===== src/hdl/board_video_pkg.sv =====
// Package with the constants and types shared along the video path
`default_nettype none

package board_video_pkg;

    // Game side colour depth, one channel
    localparam int COLORW_DEFAULT = 4;

    // Red, green and blue
    localparam int NUM_CHANNELS = 3;

    // Colour depth on the scan doubler outputs
    localparam int VGA_BITS = 8;

    // One output colour channel
    typedef logic [VGA_BITS-1:0] vga_color_t;

    // Packed syncs, MSB first: hs, vs, lhbl, lvbl
    // Used to delay the syncs by a whole pixel in one register
    typedef logic [3:0] sync_t;

endpackage

`default_nettype wire

===== src/hdl/video_sync_if.sv =====
// Interface for the sync and blanking levels passed between video stages
`timescale 1ns/1ps
`default_nettype none

interface video_sync_if;

    // Sync pulses as produced by the game
    logic hs;
    logic vs;

    // Blanking, high while the beam is in the active area
    logic lhbl;
    logic lvbl;

    // Capture stage owns the levels
    modport capture (
        output hs,
        output vs,
        output lhbl,
        output lvbl
    );

    // Output stage only reads them
    modport sink (
        input hs,
        input vs,
        input lhbl,
        input lvbl
    );

endinterface

`default_nettype wire


===== src/hdl/board_video.sv =====
// Top level of the board video path with the per-channel filter loop
`timescale 1ns/1ps
`default_nettype none

module board_video #(
    parameter int COLORW = board_video_pkg::COLORW_DEFAULT
) (
    input  wire                         clk_sys,
    input  wire                         reset,
    input  wire                         pxl_cen,

    // Game video
    input  wire    [COLORW-1:0]         game_r,
    input  wire    [COLORW-1:0]         game_g,
    input  wire    [COLORW-1:0]         game_b,
    input  wire                         hs,
    input  wire                         vs,
    input  wire                         lhbl,
    input  wire                         lvbl,

    // Analog bandwidth emulation on/off
    input  wire                         bw_en,

    // Scan doubler side
    output board_video_pkg::vga_color_t scan2x_r,
    output board_video_pkg::vga_color_t scan2x_g,
    output board_video_pkg::vga_color_t scan2x_b,
    output logic                        scan2x_hs,
    output logic                        scan2x_vs,
    output logic                        scan2x_de
);

    wire [COLORW-1:0] chan     [board_video_pkg::NUM_CHANNELS];
    wire [COLORW:0]   filtered [board_video_pkg::NUM_CHANNELS];

    video_sync_if u_sync_if ();

    video_capture #(.COLORW(COLORW)) u_capture (
        .clk_sys ( clk_sys   ),
        .reset   ( reset     ),
        .pxl_cen ( pxl_cen   ),
        .game_r  ( game_r    ),
        .game_g  ( game_g    ),
        .game_b  ( game_b    ),
        .hs      ( hs        ),
        .vs      ( vs        ),
        .lhbl    ( lhbl      ),
        .lvbl    ( lvbl      ),
        .sync    ( u_sync_if ),
        .chan    ( chan      )
    );

    // Same filter on every colour
    for (genvar i = 0; i < board_video_pkg::NUM_CHANNELS; i++) begin : gen_chan
        channel_bw_filter #(.COLORW(COLORW)) u_filter (
            .clk_sys  ( clk_sys     ),
            .reset    ( reset       ),
            .pxl_cen  ( pxl_cen     ),
            .bw_en    ( bw_en       ),
            .sample   ( chan[i]     ),
            .filtered ( filtered[i] )
        );
    end

    video_out_stage #(.COLORW(COLORW)) u_out (
        .clk_sys   ( clk_sys   ),
        .reset     ( reset     ),
        .pxl_cen   ( pxl_cen   ),
        .sync      ( u_sync_if ),
        .filtered  ( filtered  ),
        .scan2x_r  ( scan2x_r  ),
        .scan2x_g  ( scan2x_g  ),
        .scan2x_b  ( scan2x_b  ),
        .scan2x_hs ( scan2x_hs ),
        .scan2x_vs ( scan2x_vs ),
        .scan2x_de ( scan2x_de )
    );

endmodule

`default_nettype wire


===== src/hdl/video_out_stage.sv =====
// Output stage: colour widening to 8 bits, sync alignment and data enable
`timescale 1ns/1ps
`default_nettype none

module video_out_stage #(
    parameter int COLORW = 4
) (
    input  wire                        clk_sys,
    input  wire                        reset,
    input  wire                        pxl_cen,

    // Syncs straight from the capture stage
    video_sync_if.sink                 sync,

    // Filter outputs, ordered r, g, b
    input  wire [COLORW:0]             filtered [board_video_pkg::NUM_CHANNELS],

    output board_video_pkg::vga_color_t scan2x_r,
    output board_video_pkg::vga_color_t scan2x_g,
    output board_video_pkg::vga_color_t scan2x_b,
    output logic                       scan2x_hs,
    output logic                       scan2x_vs,
    output logic                       scan2x_de
);

    localparam int FW = COLORW + 1;

    board_video_pkg::sync_t sync_dly;

    // Repeat the value from its MSB down until the output is full,
    // so full scale on the input maps to full scale on the output
    function automatic board_video_pkg::vga_color_t widen(input logic [FW-1:0] a);
        board_video_pkg::vga_color_t w;
        w = '0;
        for (int i = 0; i < board_video_pkg::VGA_BITS; i++) begin
            w[board_video_pkg::VGA_BITS-1-i] = a[FW-1-(i % FW)];
        end
        return w;
    endfunction

    always_ff @(posedge clk_sys) begin
        if (reset) begin
            sync_dly  <= '0;
            scan2x_r  <= '0;
            scan2x_g  <= '0;
            scan2x_b  <= '0;
            scan2x_hs <= 1'b0;
            scan2x_vs <= 1'b0;
            scan2x_de <= 1'b0;
        end else if (pxl_cen) begin
            // One pixel of delay matches the filter register
            sync_dly  <= {sync.hs, sync.vs, sync.lhbl, sync.lvbl};
            scan2x_r  <= widen(filtered[0]);
            scan2x_g  <= widen(filtered[1]);
            scan2x_b  <= widen(filtered[2]);
            scan2x_hs <= sync_dly[3];
            scan2x_vs <= sync_dly[2];
            // Active area only when neither blanking is asserted
            scan2x_de <= sync_dly[1] & sync_dly[0];
        end
    end

endmodule

`default_nettype wire


===== src/hdl/channel_bw_filter.sv =====
// Bandwidth filter for one colour channel, mimicking a slow analog wire
`timescale 1ns/1ps
`default_nettype none

module channel_bw_filter #(
    parameter int COLORW = 4
) (
    input  wire               clk_sys,
    input  wire               reset,
    input  wire               pxl_cen,
    input  wire               bw_en,
    input  wire  [COLORW-1:0] sample,
    output logic [COLORW:0]   filtered
);

    logic [COLORW-1:0] prev;
    logic [COLORW:0]   sum;
    logic [COLORW:0]   dbl;

    // Two-tap average without the divide, one extra bit holds the carry
    assign sum = {1'b0, sample} + {1'b0, prev};

    // Bypass path keeps the same scale as the sum
    assign dbl = {sample, 1'b0};

    always_ff @(posedge clk_sys) begin
        if (reset) begin
            prev     <= '0;
            filtered <= '0;
        end else if (pxl_cen) begin
            // History follows the input even while the filter is bypassed
            prev     <= sample;
            filtered <= bw_en ? sum : dbl;
        end
    end

endmodule

`default_nettype wire


===== src/hdl/video_capture.sv =====
// Input capture stage for game colour and sync signals
`timescale 1ns/1ps
`default_nettype none

module video_capture #(
    parameter int COLORW = 4
) (
    input  wire                 clk_sys,
    input  wire                 reset,
    input  wire                 pxl_cen,

    // Game video
    input  wire    [COLORW-1:0] game_r,
    input  wire    [COLORW-1:0] game_g,
    input  wire    [COLORW-1:0] game_b,
    input  wire                 hs,
    input  wire                 vs,
    input  wire                 lhbl,
    input  wire                 lvbl,

    // Registered syncs towards the output stage
    video_sync_if.capture       sync,

    // One sample per filter, ordered r, g, b
    output logic   [COLORW-1:0] chan [board_video_pkg::NUM_CHANNELS]
);

    logic [COLORW-1:0] r_q;
    logic [COLORW-1:0] g_q;
    logic [COLORW-1:0] b_q;

    // Game outputs may move between enables, so hold them here
    always_ff @(posedge clk_sys) begin
        if (reset) begin
            r_q       <= '0;
            g_q       <= '0;
            b_q       <= '0;
            sync.hs   <= 1'b0;
            sync.vs   <= 1'b0;
            sync.lhbl <= 1'b0;
            sync.lvbl <= 1'b0;
        end else if (pxl_cen) begin
            r_q       <= game_r;
            g_q       <= game_g;
            b_q       <= game_b;
            sync.hs   <= hs;
            sync.vs   <= vs;
            sync.lhbl <= lhbl;
            sync.lvbl <= lvbl;
        end
    end

    // Channel order used by the filter loop
    assign chan[0] = r_q;
    assign chan[1] = g_q;
    assign chan[2] = b_q;

endmodule

`default_nettype wire


===== config.mk =====
export PLATFORM = sky130hd
export DESIGN_NAME = board_video
export DESIGN_NICKNAME = d
export VERILOG_FILES = /design/src/hdl/board_video_pkg.sv /design/src/hdl/video_sync_if.sv /design/src/hdl/board_video.sv /design/src/hdl/video_out_stage.sv /design/src/hdl/channel_bw_filter.sv /design/src/hdl/video_capture.sv
export SDC_FILE = /design/constraint.sdc
export NUM_CORES = 1
export LEC_CHECK = 0
export BUFFER_PORTS_ARGS = -buffer_cell sky130_fd_sc_hd__buf_2
export CAP_MARGIN = 20
export CORE_MARGIN = 2
export CORE_UTILIZATION = 55
export CTS_CLUSTER_DIAMETER = 40
export DETAILED_ROUTE_END_ITERATION = 7
export MAX_ROUTING_LAYER = met4
export PLACE_DENSITY_LB_ADDON = 0.15
export SETUP_SLACK_MARGIN = 0.1
export SYNTH_ARGS = -nofsm -noshare
export SYNTH_HDL_FRONTEND = slang
export SYNTH_SLANG_ARGS = --single-unit

===== constraint.sdc =====
create_clock -name clk_sys -period 1.9 [get_ports clk_sys]
set_clock_uncertainty 0.1 [all_clocks]
set_input_delay 0.285 -clock clk_sys [delete_from_list [all_inputs] [get_ports clk_sys]]
set_output_delay 0.285 -clock clk_sys [all_outputs]
set_load 0.02 [all_outputs]

==> summary.txt <==
Worst-Margin Slew = 0.286 ns
Hold path endpoint = u_capture.sync.lvbl
Final setup viols = 0
Synth Warn # = 0
Vias per cell = 5.00
Num CTS Buffers = 9
Max IR drop VDD = 0.640 mV
Total gr overflow = 0
Die area = 5780 um2
Status = finished clean
Clock transition at path regs = 0.08 ns
Number of global-route vias before repair = 1966
Antenna Cells = 0
Startpoint class of the critical path = flip-flop
Worst setup EP type = flip-flop
RSZ-0062 raised after global routing = false
Via count = 2044
Htree depth = 3
Synth-to-Final Area Change = 15.7%
Yosys reg bits = 65
Sequential fraction of the synthesis area = 45.6%
Final Max Slew Viols = 0
Synth top cells by count = 65 x dfxtp_1, 58 x nor2_1, 52 x mux2i_1
Largest fanout on the critical path = 4
Routed wl met3 = 190 um
Drt pass-1 iters = 4
CTS tree = yes
Post-cts hold buffer count = 0
Synthesized netlist cell count = 298
Hold crit path type = in -> reg
Count of cell types in the netlist = 29
Residual DRC = 0
Final wirelength = 5080 um
FILL cells = 403
Placed Area = 3070 um2
NumNets Final = 369
Reg2reg end = gen_chan[2].u_filter.filtered[4]
Average size of a mapped cell = 9.57 um2
First-pass GRT wire length = 8890 um
Max-slew headroom = 81.0%
WL/cell = 12.4 um
Tcrit/Tclk final = 89.4%
Required time worst endpoint = 2.08 ns
Min cycle time layout = 1.70 ns
Pin count of the biggest net entering global routing = 66
Gates resized, CTS repair = 0
Initial core utilization = 56.6%
Top_reg_cell synth = dfxtp_1
Port bufs = 46
Critical R2R Launch = u_capture.b_q[0]
Post-synth EDFFs = 0
Core area = 5040 um2
Power per cell area = 922 nW/um2
Cell type with the highest aggregate area in the netlist = dfxtp_1
Share of post-route cells with drive strength above 1 = 21.8%
Overall Global Routing Usage = 19.8%
Highest Signal Layer = met4
Met2 wire len = 2290 um
Dpl hpwl = 3290 um
1st-iter DRT viols = 125
Critical Path AT = 1.88 ns
R2R Setup Slk = 0.20 ns
Cell depth of the worst hold path = 3
Synth top area cells = dfxtp_1 46%, mux2i_1 18%, nor2_1 7.6%, ha_1 5.3%, buf_4 4.5%
Final TNS setup = 0 ns
Top-count cell post-synth = dfxtp_1
Post-CTS Setup Bufs = 0
Fmax = 0.589 GHz
Initial antenna violation count = 0
FF+latch area = 1300 um2
Design Area, Final = 3300 um2
Io pins = 47
Clock latency on the worst-skew pair = 0.34 ns
Synth top area share = 45.6%
Kind of critical path = reg -> reg
Syn Nets = 333
Post-DRT Antenna Nets = 0
Leak Pwr = 1.54 nW
Multi-input gate area in the final layout = 1340 um2
Mapped cell area = 2850 um2
Buffer depth of the longest clock path = 2
DIE HEIGHT = 76.0 um
Worst reg-to-reg path cell count = 7
Number of max-cap violations = 0
Clk sinks = 65
GP Congestion = 0.793
Clk root buf = clkbuf_8
M1 WL = 2510 um
Async set or reset register ratio after synthesis = 0%
Endpoints failing hold = 0
Rows = 26
Die X = 76.0 um
HP Start = lvbl
[cell usage in the layout, fill, tap and decap left out]
cell type	instances
clkinv_2	1
bufinv_16	2
a21oi_1	17
and3_1	1
and2_1	1
fa_1	2
a31o_1	3
inv_1	12
a21o_2	1
nand4_1	2
buf_4	5
o21ai_1	1
a31oi_1	3
or3_1	1
nand3_1	3
dfxtp_1	63
a211o_1	2
fa_2	1
a211oi_1	3
o2bb2ai_1	1
nor2b_1	3
mux2i_1	52
dfxtp_2	2
xnor2_2	1
ha_1	12
clkinvlp_4	4
inv_2	1
xnor2_1	2
nor2_1	58
o21ai_0	6
buf_2	45
buf_12	2
nand2_1	17
clkbuf_8	9
[kinds of logic (layout without fill, tap and decap cells)]
| family | count (synthesis) | in the layout | share of synthesized area (%) |
|---|---|---|---|
| adder cells (fa/ha/maj) | 15 | 15 | 7.37 |
| flip-flops | 65 | 65 | 45.6 |
| AND/OR/NAND/NOR | 86 | 86 | 12.2 |
| buffers and inverters | 40 | 81 | 7.85 |
| XOR/XNOR | 3 | 3 | 0.922 |
| AO/OA/AOI/OAI | 37 | 37 | 7.81 |
| multiplexers | 52 | 52 | 18.3 |
[state kept, by name, indices dropped and copies added (netlist names)]
register,flops
gen_chan.u_filter.filtered,15
gen_chan.u_filter.prev,12
u_capture.b_q,4
u_capture.g_q,4
u_capture.r_q,4
u_capture.sync.hs,1
u_capture.sync.lhbl,1
u_capture.sync.lvbl,1
u_capture.sync.vs,1
u_out.scan2x_b,5
u_out.scan2x_de,1
u_out.scan2x_g,5
u_out.scan2x_hs,1
u_out.scan2x_r,5
u_out.scan2x_vs,1
u_out.sync_dly,4
[metrics by stage]
stage          hold WS (ns)  cells  setup slack [ns]  util (%)  power [mW]
3_3_place_gp          0.356    393             0.251      60.8        1.77
2_1_floorplan         0.332    298             0.299         -        1.70
5_1_grt              0.0819    409             0.106      65.4        3.17
4_1_cts              0.0606    409             0.179      65.2        3.06
6_report             0.0610    409             0.201      65.4        3.04
3_5_place_dp          0.364    393             0.194      60.8        1.77
[routing by layer]
| layer | global-route usage (%) | vias to the layer above |
|---|---|---|
| met3 | 6.04 | 8 |
| met5 | - | - |
| met2 | 30.7 | 33 |
| li1 | - | 1056 |
| met1 | 24.0 | 947 |
| met4 | 8.73 | 0 |
[where the power goes]
part	switching [mW]	internal [mW]	total, mW
combinational	0.158	0.130	0.288
clock	0.560	0.735	1.30
sequential	0.0382	1.42	1.46
total	0.757	2.28	3.04
[how the worst max path moves through the flow]
stage / startpoint / end / slack [ns] / cells after the start
finish: u_capture.b_q[0] / gen_chan[2].u_filter.filtered[4] / 0.20 / 7
CTS: u_capture.b_q[0] / gen_chan[2].u_filter.filtered[4] / 0.18 / 7
floorplan: u_capture.r_q[0] / gen_chan[0].u_filter.filtered[4] / 0.30 / 7
detailed placement: u_capture.g_q[0] / gen_chan[1].u_filter.filtered[4] / 0.19 / 7
global route: u_capture.r_q[0] / gen_chan[0].u_filter.filtered[4] / 0.11 / 7
global placement: u_capture.g_q[0] / gen_chan[1].u_filter.filtered[4] / 0.25 / 7
[worst max-delay path, cell delays in order (launching register included)]
cell and delay, ns:
dfxtp_2 0.35, ha_1 0.17, inv_1 0.06, fa_1 0.42
nor2b_1 0.12, o21ai_0 0.08, a31o_1 0.22, a21oi_1 0.13
[area by class of cell]
class	instances	area share [%]
Sequential cell	65	39.5
Clock buffer	9	3.76
Multi-Input combinational cell	193	40.5
Tap cell	70	2.66
Timing Repair Buffer	52	9.18
Inverter	13	1.48
Clock inverter	7	2.88
(Power assumes the default switching activity.)
